**src/hdl/gpio_macros.svh**
```systemverilog
// LED controller widths and register map
`ifndef GPIO_MACROS_SVH
`define GPIO_MACROS_SVH

// ------------------------------
// Widths
// ------------------------------
`define GPIO_LED_NUM     5      // External LEDs
`define GPIO_DUTY_W      8      // PWM duty
`define GPIO_IV_W        16     // Interval divider
`define GPIO_BUS_W       32     // Bus address and data

// ------------------------------
// Block select, address bits 15 to 8
// ------------------------------
`define GPIO_BLOCK_ADRS  8'h01

// ------------------------------
// Register offsets, address bits 7 to 0
// ------------------------------
`define GPIO_OFS_EN      8'h00  // Enable mask
`define GPIO_OFS_MODE    8'h04  // Shared flash mode
`define GPIO_OFS_DUTY0   8'h08  // Duty of LED 0, then every 4 up to 8'h18
`define GPIO_OFS_IV0     8'h1C  // Divider of LED 0, then every 4 up to 8'h2C

`endif

```
**src/hdl/gpioPkg.sv**
```systemverilog
// LED controller shared types

package gpioPkg;

`include "gpio_macros.svh"

	// ------------------------------
	// Bus side
	// ------------------------------
	typedef logic [`GPIO_BUS_W-1:0] busDataT;    // Read and write data
	typedef logic [`GPIO_BUS_W-1:0] busAdrsT;    // Block select in 15:8, offset in 7:0

	// ------------------------------
	// LED settings
	// ------------------------------
	// One bit per LED, bit 0 is LED 0
	typedef logic [`GPIO_LED_NUM-1:0] ledVecT;

	typedef logic [`GPIO_DUTY_W-1:0] dutyT;      // High cycles out of 256
	typedef logic [`GPIO_IV_W-1:0] ivTimerT;     // Half blink period minus one

	// Flash mode shared by all LEDs
	typedef enum logic [1:0]
	{
		modeStatic   = 2'b00,    // Follows enable only
		modeBlink    = 2'b01,    // Blink phase
		modeDim      = 2'b10,    // PWM only
		modeDimBlink = 2'b11     // Blink phase and PWM
	} flashModeE;

endpackage

```
**src/hdl/gpioCfgIf.sv**
```systemverilog
// LED settings bundle
`timescale 1ns/1ps
`include "gpio_macros.svh"

interface gpioCfgIf;

	// ------------------------------
	// Register copies
	// ------------------------------
	gpioPkg::ledVecT    ledEn;                       // Enable mask
	gpioPkg::flashModeE flashMode;                   // Shared flash mode
	gpioPkg::dutyT      duty    [`GPIO_LED_NUM];     // PWM duty per LED
	gpioPkg::ivTimerT   ivTimer [`GPIO_LED_NUM];     // Interval divider per LED

	// Register block owns every setting
	modport csrSide
	(
		output ledEn,
		output flashMode,
		output duty,
		output ivTimer
	);

	// Interval timer stage
	modport timerSide
	(
		input ivTimer
	);

	// LED drive stage
	modport driveSide
	(
		input ledEn,
		input flashMode,
		input duty
	);

endinterface

```
**src/hdl/gpioCsr.sv**
```systemverilog
// LED controller register block
`timescale 1ns/1ps
`include "gpio_macros.svh"

module gpioCsr
(
	input  logic             iSysClk,
	input  logic             rstN,
	input  gpioPkg::busDataT wrData,     // Write data
	input  gpioPkg::busAdrsT adrs,       // Shared read and write address
	input  logic             wrEn,       // Write strobe
	output gpioPkg::busDataT rdData,     // Read data, one cycle after the address
	output logic             rdValid,    // Read valid pulse
	gpioCfgIf.csrSide        cfg
);

	// ------------------------------
	// Address decode
	// ------------------------------
	logic       blkSel;
	logic       wrHit;
	logic [7:0] ofs;

	assign blkSel = (adrs[15:8] == `GPIO_BLOCK_ADRS);
	assign wrHit  = wrEn && blkSel;
	assign ofs    = adrs[7:0];

	// ------------------------------
	// Setting registers
	// ------------------------------
	gpioPkg::ledVecT    ledEnR;
	gpioPkg::flashModeE flashModeR;
	gpioPkg::dutyT      dutyR    [`GPIO_LED_NUM];
	gpioPkg::ivTimerT   ivTimerR [`GPIO_LED_NUM];

	always_ff @(posedge iSysClk or negedge rstN)
	begin
		if (!rstN)
		begin
			ledEnR     <= '0;
			flashModeR <= gpioPkg::modeStatic;
			for (int i = 0; i < `GPIO_LED_NUM; i++)
			begin
				dutyR[i]    <= '0;
				ivTimerR[i] <= '1;    // Slowest blink
			end
		end
		else if (wrHit)
		begin
			if (ofs == `GPIO_OFS_EN)
				ledEnR <= wrData[`GPIO_LED_NUM-1:0];
			if (ofs == `GPIO_OFS_MODE)
				flashModeR <= gpioPkg::flashModeE'(wrData[1:0]);

			// Per-LED registers sit 4 bytes apart
			for (int i = 0; i < `GPIO_LED_NUM; i++)
			begin
				if (ofs == 8'(`GPIO_OFS_DUTY0 + 4 * i))
					dutyR[i] <= wrData[`GPIO_DUTY_W-1:0];
				if (ofs == 8'(`GPIO_OFS_IV0 + 4 * i))
					ivTimerR[i] <= wrData[`GPIO_IV_W-1:0];
			end
		end
	end

	// Settings out to the later stages
	assign cfg.ledEn     = ledEnR;
	assign cfg.flashMode = flashModeR;
	assign cfg.duty      = dutyR;
	assign cfg.ivTimer   = ivTimerR;

	// ------------------------------
	// Read-back
	// ------------------------------
	gpioPkg::busDataT rdMux;

	// Zero-extended register value, zero when unmapped
	always_comb
	begin
		rdMux = '0;
		case (ofs)
			`GPIO_OFS_EN:
				rdMux = gpioPkg::busDataT'(ledEnR);
			`GPIO_OFS_MODE:
				rdMux = gpioPkg::busDataT'(flashModeR);
			default:
			begin
				for (int i = 0; i < `GPIO_LED_NUM; i++)
				begin
					if (ofs == 8'(`GPIO_OFS_DUTY0 + 4 * i))
						rdMux = gpioPkg::busDataT'(dutyR[i]);
					if (ofs == 8'(`GPIO_OFS_IV0 + 4 * i))
						rdMux = gpioPkg::busDataT'(ivTimerR[i]);
				end
			end
		endcase
	end

	// Any in-block address gives a result, write or not
	always_ff @(posedge iSysClk or negedge rstN)
	begin
		if (!rstN)
			rdValid <= 1'b0;
		else
			rdValid <= blkSel;
	end

	always_ff @(posedge iSysClk)
	begin
		if (blkSel)
			rdData <= rdMux;    // Held until the next in-block access
	end

endmodule

```
**src/hdl/gpioIntervalTimer.sv**
```systemverilog
// Blink phase interval timers
`timescale 1ns/1ps
`include "gpio_macros.svh"

module gpioIntervalTimer
(
	input  logic            iSysClk,
	input  logic            rstN,
	gpioCfgIf.timerSide     cfg,
	output gpioPkg::ledVecT blinkPhase    // One phase bit per LED
);

	// ------------------------------
	// Down-counters
	// ------------------------------
	gpioPkg::ivTimerT cntR [`GPIO_LED_NUM];
	gpioPkg::ledVecT  phaseR;

	// Phase toggles every divider + 1 cycles
	always_ff @(posedge iSysClk or negedge rstN)
	begin
		if (!rstN)
		begin
			phaseR <= '0;
			for (int i = 0; i < `GPIO_LED_NUM; i++)
				cntR[i] <= '1;    // Matches the divider reset value
		end
		else
		begin
			for (int i = 0; i < `GPIO_LED_NUM; i++)
			begin
				if (cntR[i] == '0)
				begin
					cntR[i]   <= cfg.ivTimer[i];    // Reload picks up a new divider
					phaseR[i] <= ~phaseR[i];
				end
				else if (cntR[i] > cfg.ivTimer[i])
				begin
					// Divider shrank below the count, reload early
					cntR[i] <= cfg.ivTimer[i];
				end
				else
				begin
					cntR[i] <= cntR[i] - 1'b1;
				end
			end
		end
	end

	assign blinkPhase = phaseR;

endmodule

```
**src/hdl/gpioLedDrive.sv**
```systemverilog
// PWM and LED output drive
`timescale 1ns/1ps
`include "gpio_macros.svh"

module gpioLedDrive
(
	input  logic            iSysClk,
	input  logic            rstN,
	gpioCfgIf.driveSide     cfg,
	input  gpioPkg::ledVecT blinkPhase,
	output gpioPkg::ledVecT ledOut       // Registered LED pins
);

	// ------------------------------
	// PWM
	// ------------------------------
	gpioPkg::dutyT   pwmCnt;
	gpioPkg::ledVecT pwmBit;

	// Free running, wraps every 256 cycles
	always_ff @(posedge iSysClk or negedge rstN)
	begin
		if (!rstN)
			pwmCnt <= '0;
		else
			pwmCnt <= pwmCnt + 1'b1;
	end

	// High for duty cycles out of 256
	always_comb
	begin
		for (int i = 0; i < `GPIO_LED_NUM; i++)
			pwmBit[i] = (pwmCnt < cfg.duty[i]);
	end

	// ------------------------------
	// Mode select
	// ------------------------------
	gpioPkg::ledVecT modeTerm;

	always_comb
	begin
		case (cfg.flashMode)
			gpioPkg::modeStatic:   modeTerm = '1;
			gpioPkg::modeBlink:    modeTerm = blinkPhase;
			gpioPkg::modeDim:      modeTerm = pwmBit;
			gpioPkg::modeDimBlink: modeTerm = blinkPhase & pwmBit;
			default:               modeTerm = '0;
		endcase
	end

	// Output register, enable gates every mode
	gpioPkg::ledVecT ledR;

	always_ff @(posedge iSysClk or negedge rstN)
	begin
		if (!rstN)
			ledR <= '0;
		else
			ledR <= cfg.ledEn & modeTerm;
	end

	assign ledOut = ledR;

endmodule

```
**src/hdl/gpioLedTop.sv**
```systemverilog
// LED controller top level
`timescale 1ns/1ps

module gpioLedTop
(
	// Clock and reset
	input  logic             iSysClk,
	input  logic             rstN,

	// ------------------------------
	// Bus slave port
	// ------------------------------
	input  gpioPkg::busDataT wrData,
	input  gpioPkg::busAdrsT adrs,
	input  logic             wrEn,
	output gpioPkg::busDataT rdData,
	output logic             rdValid,

	// LED pins
	output gpioPkg::ledVecT  ledOut
);

	// Settings from the register block
	gpioCfgIf cfgBus ();

	gpioPkg::ledVecT blinkPhase;    // Timer to drive stage

	// ------------------------------
	// Stage 1, registers
	// ------------------------------
	gpioCsr uCsr
	(
		.iSysClk (iSysClk),
		.rstN    (rstN),
		.wrData  (wrData),
		.adrs    (adrs),
		.wrEn    (wrEn),
		.rdData  (rdData),
		.rdValid (rdValid),
		.cfg     (cfgBus.csrSide)
	);

	// ------------------------------
	// Stage 2, blink timers
	// ------------------------------
	gpioIntervalTimer uTimer
	(
		.iSysClk    (iSysClk),
		.rstN       (rstN),
		.cfg        (cfgBus.timerSide),
		.blinkPhase (blinkPhase)
	);

	// ------------------------------
	// Stage 3, LED drive
	// ------------------------------
	gpioLedDrive uDrive
	(
		.iSysClk    (iSysClk),
		.rstN       (rstN),
		.cfg        (cfgBus.driveSide),
		.blinkPhase (blinkPhase),
		.ledOut     (ledOut)
	);

endmodule

```
**config.mk**
```make
export PLATFORM = sky130hd
export DESIGN_NAME = gpioLedTop
export DESIGN_NICKNAME = d
export VERILOG_FILES = /design/src/hdl/gpioPkg.sv /design/src/hdl/gpioCfgIf.sv /design/src/hdl/gpioCsr.sv /design/src/hdl/gpioIntervalTimer.sv /design/src/hdl/gpioLedDrive.sv /design/src/hdl/gpioLedTop.sv
export VERILOG_INCLUDE_DIRS = /design/src /design/src/hdl
export SDC_FILE = /design/constraint.sdc
export NUM_CORES = 1
export LEC_CHECK = 0
export BUFFER_PORTS_ARGS = -buffer_cell sky130_fd_sc_hd__buf_2
export CAP_MARGIN = 20
export CELL_PAD_IN_SITES_DETAIL_PLACEMENT = 0
export CELL_PAD_IN_SITES_GLOBAL_PLACEMENT = 1
export CORE_MARGIN = 2
export CORE_UTILIZATION = 49
export DETAILED_ROUTE_END_ITERATION = 6
export HOLD_SLACK_MARGIN = 0.15
export PLACE_DENSITY = 0.86
export SLEW_MARGIN = 20
export SYNTH_ARGS = -nofsm -noshare
export SYNTH_HDL_FRONTEND = slang
export SYNTH_HIERARCHICAL = 1
export SYNTH_SLANG_ARGS = --single-unit
export TNS_END_PERCENT = 50
```
**constraint.sdc**
```tcl
create_clock -name iSysClk -period 3.7 [get_ports iSysClk]
set_input_delay 0.185 -clock iSysClk [delete_from_list [all_inputs] [get_ports iSysClk]]
set_output_delay 0.185 -clock iSysClk [all_outputs]
set_load 0.01 [all_outputs]
```
==> flow_summary_export.csv, run 1 <==
group,metric,value,unit
setup_path,cp-end-kind,"register",
yosys,yosysWarnings,6,
detailed_routing,num_vias,10863,
detailed_routing,top_layer,"met5",
job,max_cap_violations,0,
global_routing,grt_pass1_vias,10656,
floorplanning,die-area,31800,µm²
setup_path,cpPeakStageDelay,590,ps
yosys,synth-main-ff-cell,"dfstp_2",
layout,synthToLayoutAreaGrowth,11.4,%
sta,fmax,355,MHz
power_and_ir_drop,max-vdd-ir-drop,0.000516,V
detailed_routing,initialDrtViolationCount,630,
setup_path,worstPathArrival,3290,ps
yosys,synth_seq_cells,242,
yosys,syn_area_per_cell,10.8,µm²
floorplanning,io_pins,105,
clock_network,post_cts_resized,0,
sta,final-max-slew-violation-count,0,
setup_path,path_max_fanout,10,
power_and_ir_drop,power-per-cell-area,725,nW/µm²
sta,slew_headroom,35.7,%
setup_path,critical_path_class,"register to register",
sta,worst_pin_slew,965,ps
setup_path,worstSetupPathDepth,7,
detailed_routing,post_drt_wl_per_cell,20.3,µm
global_routing,globalRoute.totalOverflow,0,
yosys,synth_edf_count,16,
sta,totalNegativeSetupSlack,0,ps
clock_network,cts_tree,"done",
yosys,yosysSeqAreaShare,42.5,%
floorplanning,std_cell_rows,63,
clock_network,cts_max_level,1,
yosys,synth_cell_types,81,
layout,final_util,55.7,%
clock_network,numCtsBuffers,28,
clock_network,cts.path.max_buffers,3,
yosys,synthArstFlopShare,93.4,%
sta,finClkSkew,9.34,ps
worst_hold_path,hold_path_depth,2,
detailed_routing,dr_wl_met3,2350,µm
placement,io_buffers,56,
global_routing,grtUsageTotal,24.0,%
worst_hold_path,hold_class,"primary input to register",
clock_network,clock_latency,540,ps
setup_path,path_cells,"nor4_2, nand2b_1, or4_1, nor3_2, a211o_1, buf_4, mux2i_1",
clock_network,clkTransAtPathRegs,60,ps
placement,dp_hpwl,27700,µm
detailed_routing,drc,0,
layout,drive_gt1_share,30.3,%
layout,multi_input_area,7790,µm²
sta,hold_viol_final,0,
detailed_routing,wirelength,38000,µm
sta,setup-violations-final,0,
clock_network,root_buffer,"clkbuf_16",
run_status,status,"finished, final reports clean",
global_routing,grt_antenna_before_repair,5,
floorplanning,die_x,178,µm
global_routing,grt_pass1_wl,59400,µm
floorplanning,core,29800,µm²
clock_network,cts-hold-fix-buffers,13,
setup_path,rr_worst_depth,7,
floorplanning,die_y,178,µm
placement,gp_congestion,0.928,
setup_path,worstSetupStartpointType,"register",
power_and_ir_drop,leakage,7.06,nW
setup_path,slowest_stage,"or4_1",
setup_path,crit_family,"simple AND/OR/NAND/NOR gates",
setup_path,path_buf_inv,1,
sta,rsz0062_at_grt,"no",
detailed_routing,route.met2.wl,17600,µm
layout,fill_cells,2581,
sta,min_period,2820,ps
detailed_routing,drtPass1Iterations,5,
clock_network,cts.sinks,242,
layout,layout.nets,1643,
sta,fin_crit_sh,76.2,%
global_routing,grt_max_degree,128,
yosys,syn_inst,1378,
clock_network,cts_setup_buffers,0,
yosys,synth_area,14900,µm²
detailed_routing,via_per_inst,5.82,
floorplanning,start_util,50.0,%
detailed_routing,ant_nets,0,
layout,regArea,6340,µm²
setup_path,cp.required,4170,ps
detailed_routing,met1Wirelength,17000,µm
-- final timing paths --
kind | start | to | slack, ps
worst max-delay path | uTimer/cntR[21] | uTimer/cntR[31] | 880
worst min-delay path | wrData[1] | uCsr/cfg.ivTimer[49] | 180
worst max register to register | uTimer/cntR[21] | uTimer/cntR[31] | 880
worst min register to register | uTimer/blinkPhase[4] | uTimer/blinkPhase[4] | 480
max in group asynchronous | rstN | uCsr/cfg.ivTimer[23] | 2360
min in group asynchronous | rstN | uCsr/cfg.duty[32] | 360
-- cell usage after synthesis, drive strengths merged (3+ instances only) --
cell type / n / area, µm²
a211oi: 14 / 105
a21boi: 3 / 22.5
a21o: 7 / 52.6
a21oi: 66 / 330
a221oi: 5 / 43.8
a22oi: 22 / 165
a31oi: 6 / 37.5
a41oi: 4 / 35.0
and2: 3 / 18.8
and3: 9 / 56.3
and4: 3 / 26.3
buf: 45 / 315
clkbuf: 15 / 57.6
dfrtp: 66 / 1650
dfstp: 160 / 4200
edfxtp: 16 / 480
ha: 121 / 1510
inv: 125 / 469
mux2: 137 / 1580
mux2i: 71 / 711
nand2: 86 / 333
nand2b: 3 / 18.8
nand3: 38 / 195
nand4: 17 / 106
nor2: 60 / 228
nor2b: 8 / 50.1
nor3: 41 / 287
nor3b: 11 / 87.6
nor4: 21 / 195
nor4b: 5 / 65.1
o2111ai: 5 / 43.8
o211ai: 11 / 82.6
o21a: 5 / 37.5
o21ai: 45 / 236
o221ai: 7 / 61.3
or2: 3 / 18.8
or3: 4 / 30.0
or4: 8 / 67.6
xnor2: 49 / 429
xor2: 26 / 228
-- final cells by class --
cell class,instances,area share (%)
Antenna cell,1,0.0151
Clock buffer,39,4.84
Clock inverter,13,0.731
Inverter,126,2.85
Multi-Input combinational cell,965,46.9
Sequential cell,242,38.2
Tap cell,390,2.94
Timing Repair Buffer,92,3.57
-- report_power, final --
part	internal (mW)	switching (mW)
registers	3.32	0.394
clock network	1.65	1.12
logic	2.66	2.89
-- worst register-to-register path: cells and delay by family, from the launching register on --
kind | cells | cell delay (ps)
compound gates | 1 | 480
flops | 1 | 400
simple gates | 4 | 1370
buf+inv | 1 | 290
mux | 1 | 210
-- cell usage in the layout (no fill, tap or decap), types with 17 or more instances in the layout --
cell,instances
a21oi_1,65
a22oi_1,22
buf_2,55
buf_4,23
clkbuf_16,29
dfrtp_1,66
dfstp_2,160
ha_1,121
inv_1,125
mux2_2,123
mux2i_1,71
nand2_1,84
nand3_1,37
nand4_1,17
nor2_1,59
nor3_1,31
o21ai_0,44
xnor2_1,49
xor2_1,26
-- kinds of logic after synthesis --
logic type | share of synthesized area [%]
AOI/OAI and AO/OA | 9.48
xor gates and xnor gates | 4.41
adders and majority gates | 10.2
buffers and inverters | 5.67
DFF | 42.5
muxes | 15.4
other | 0.0251
and+or+nand+nor | 12.4
-- registers in the layout (all words and copies together) (netlist names) --
signal / count
uCsr/cfg.ledEn: 5
uTimer/blinkPhase: 5
uCsr/cfg.flashMode: 2
uCsr/cfg.duty: 40
uCsr/cfg.ivTimer: 80
uDrive/ledOut: 5
uTimer/cntR: 80
uDrive/pwmCnt: 8
uCsr/rdValid: 1
uCsr/rdData: 16
-- per-layer routing --
layer	vias up	GRT usage [%]
met4	4	6.40
met3	66	4.52
met5	-	0
met2	288	38.4
li1	5073	-
met1	5432	33.3
-- stage by stage --
stage	hold slack, ps	setup WS [ps]	power [mW]	instance area (µm²)	std cells
detailed placement	371	857	9.30	15500	1802
floorplan	-111	1070	8.12	15000	1393
global placement	347	940	9.14	15500	1802
global route	160	705	12.8	16600	1867
CTS	157	844	12.1	16600	1867
finish	179	881	12.0	16600	1868
No activity file was read; power rests on OpenSTA's default activity.
==> run 2: changes to the inputs <==
Settings changed: ABC_AREA from default to 1, CORE_UTILIZATION 49 to 47, PLACE_DENSITY 0.86 to 0.87.
Clock period 3.7 ns to 2.6 ns, I/O delays scaled along.
==> run 2 against run 1 <==
Die area grew 7.6%; count of clock-buffer cells in the layout is 1 lower; total power rose by 34%; first-iteration DRC count is 22% higher; combinational power up 28%; flip-flop and latch count unchanged; critical path type is now primary input to register; largest power group unchanged; highest routed layer is now met4.
==> flow_summary_export.csv, run 2 <==
group,metric,value,unit
detailed_routing,ant_nets,0,
yosys,syn_inst,1893,
yosys,synthArstFlopShare,93.4,%
sta,slew_headroom,48.2,%
clock_network,cts.sinks,242,
floorplanning,die-area,34300,µm²
sta,finClkSkew,20.5,ps
clock_network,numCtsBuffers,27,
setup_path,critical_path.most_common_cell,"dlygate4sd3_1",
clock_network,clkTransAtPathRegs,60,ps
setup_path,worstPathArrival,2930,ps
detailed_routing,drtPass1Iterations,5,
setup_path,worstSetupStartpointType,"primary input",
power_and_ir_drop,power-per-cell-area,943,nW/µm²
detailed_routing,drc,0,
detailed_routing,post_drt_wl_per_cell,16.2,µm
sta,totalNegativeSetupSlack,0,ps
setup_path,cp.required,3090,ps
layout,layout.nets,2168,
sta,min_period,2440,ps
run_status,status,"finished, final reports clean",
power_and_ir_drop,clockPowerShare,24.0,%
yosys,synth_edf_count,16,
floorplanning,die_y,185,µm
setup_path,critical_path_class,"primary input to register",
worst_hold_path,hold_class,"primary input to register",
detailed_routing,initialDrtViolationCount,771,
sta,rsz0062_at_grt,"no",
clock_network,root_buffer,"clkbuf_16",
floorplanning,die_x,185,µm
power_and_ir_drop,seq_power_share,32.2,%
floorplanning,core,32500,µm²
detailed_routing,wirelength,39700,µm
power_and_ir_drop,leakage,7.76,nW
floorplanning,std_cell_rows,66,
power_and_ir_drop,max-vdd-ir-drop,0.000656,V
yosys,ys_top_cells_by_area,"dfstp_2 (27%), nand2_1 (13%), dfrtp_1 (11%)",
placement,place_inst,2373,
layout,synthToLayoutAreaGrowth,11.3,%
yosys,syn_area_per_cell,8.14,µm²
sta,fin_crit_sh,93.9,%
layout,diodes,0,
sta,fmax,410,MHz
power_and_ir_drop,p_sw,6.67,mW
yosys,yosysMostFrequentCell,"nand2_1",
global_routing,grt_max_degree,76,
power_and_ir_drop,swShare,41.3,%
sta,holdWs,189,ps
power_and_ir_drop,intPower,9.49,mW
setup_path,path_max_fanout,6,
setup_path,slowest_stage,"dlygate4sd3_1",
setup_path,path_buf_inv,6,
detailed_routing,num_vias,12473,
global_routing,grtUsageTotal,23.8,%
setup_path,crit_family,"buffers and inverters",
global_routing,grt_pass1_wl,63700,µm
clock_network,cts_max_level,1,
global_routing,grt_pass1_vias,12010,
layout,final_cell_mix,"nand2_1 (521), inv_1 (238), dfstp_2 (160), ha_1 (121), nor2_1 (119)",
detailed_routing,via_per_inst,5.11,
layout,final_cells,2443,
yosys,yosysSeqAreaShare,41.1,%
setup_path,cp-end-kind,"register",
layout,drive_gt1_share,20.6,%
power_and_ir_drop,p_comb_share,43.8,%
floorplanning,start_util,47.5,%
sta,final-max-slew-violation-count,0,
clock_network,clock_latency,560,ps
placement,dp_hpwl,29300,µm
clock_network,cts.path.max_buffers,3,
yosys,synth_top_area_cell,"dfstp_2",
global_routing,globalRoute.totalOverflow,0,
layout,layout_commonest_cell,"nand2_1",
floorplanning,io_pins,105,
sta,worst_pin_slew,776,ps
clock_network,cts_tree,"done",
placement,io_buffers,56,
yosys,synth_area,15400,µm²
global_routing,grt_antenna_before_repair,0,
placement,gp_congestion,0.897,
layout,fill_cells,3122,
setup_path,path_cells,"dlygate4sd3_1, buf_2, nor2_1, dlygate4sd3_1, nand2_1, dlygate4sd3_1, nor2_1, buf_6, dlygate4sd3_1",
yosys,yosysWarnings,6,
yosys,synth_seq_cells,242,
yosys,synth_common_cells,"nand2_1 (521), inv_1 (238), dfstp_2 (160), ha_1 (121), nor2_1 (119)",
yosys,netlist.area_leader.share,27.3,%
yosys,synth-main-ff-cell,"dfstp_2",
setup_path,cpPeakStageDelay,570,ps
yosys,synth_cell_types,46,
sta,hold_viol_final,0,
job,max_cap_violations,0,
sta,setup-violations-final,0,
-- run 2: power by group through the flow --
stage | clock network (mW) | logic, mW | registers [mW]
final | 3.88 | 7.09 | 5.20
after global routing | 4.13 | 8.10 | 5.27
after CTS | 3.98 | 7.14 | 5.20
after detailed placement | 0 | 7.08 | 5.25
after global placement | 0 | 6.96 | 5.23
after floorplan | 0 | 6.18 | 5.08
-- run 2: final timing paths --
check	startpoint	endpoint	slack [ps]	cells past startpoint
setup / recovery	adrs[12]	uCsr/rdValid	160	9
hold / removal	wrData[1]	uCsr/cfg.duty[9]	190	3
setup reg to reg	uCsr/cfg.ivTimer[31]	uTimer/cntR[16]	410	8
hold reg to reg	uCsr/cfg.ivTimer[43]	uTimer/cntR[43]	480	2
max in group asynchronous	rstN	uTimer/blinkPhase[0]	1160	3
min in group asynchronous	rstN	uCsr/cfg.ivTimer[65]	410	2
-- run 2: layout make-up --
class,count,area (µm²),share of cell area [%]
sequential,242,6340,37.0
timing repair buffer,100,687,4.01
multi-input combinational,1359,7740,45.1
inverter,250,938,5.47
clock buffer,38,747,4.36
clock inverter,12,148,0.861
tap,442,553,3.23
-- run 2: routing by layer --
| metal | vias to the layer above | GRT usage [%] | part of all wire [%] |
|---|---|---|---|
| li1 | 6230 | - | - |
| met1 | 5908 | 32.9 | 46 |
| met2 | 278 | 39.5 | 46 |
| met3 | 57 | 3.09 | 4.9 |
| met4 | 0 | 5.81 | 2.4 |
| met5 | - | 0 | 0 |
-- run 2: cell families after synthesis --
| logic type | count (synthesis) | synth area share [%] |
|---|---|---|
| AND/OR/NAND/NOR | 868 | 25.4 |
| buffers and inverters | 307 | 9.08 |
| AO/OA/AOI/OAI | 274 | 10.0 |
| flip-flops | 242 | 41.1 |
| adder cells (fa/ha/maj) | 121 | 9.82 |
| XOR/XNOR | 80 | 4.55 |
| other | 1 | 0.0243 |
-- run 2: tightest hold or removal path, delay by kind of cell --
family	cells	cell delay, ps
buffers and inverters	2	350
AOI/OAI and AO/OA	1	220
-- run 2: metrics by stage --
step	area (µm²)	total power, mW	setup WS (ps)	util [%]
after floorplan	15500	11.3	690	-
after global placement	16100	12.2	462	49.5
after detailed placement	16100	12.3	414	49.5
after CTS	17100	16.3	33.3	52.7
after global routing	17100	17.5	66.9	52.8
final	17100	16.2	158	52.8
-- run 2: timing repair --
| item | CTS | global route |
|---|---|---|
| hold buffers | 15 | 0 |
| gates resized for setup | 0 | 1 |
| setup endpoints to repair | 0 | 1 |
| buffers inserted | 0 | 5 |
| hold endpoints to repair | 167 | 0 |
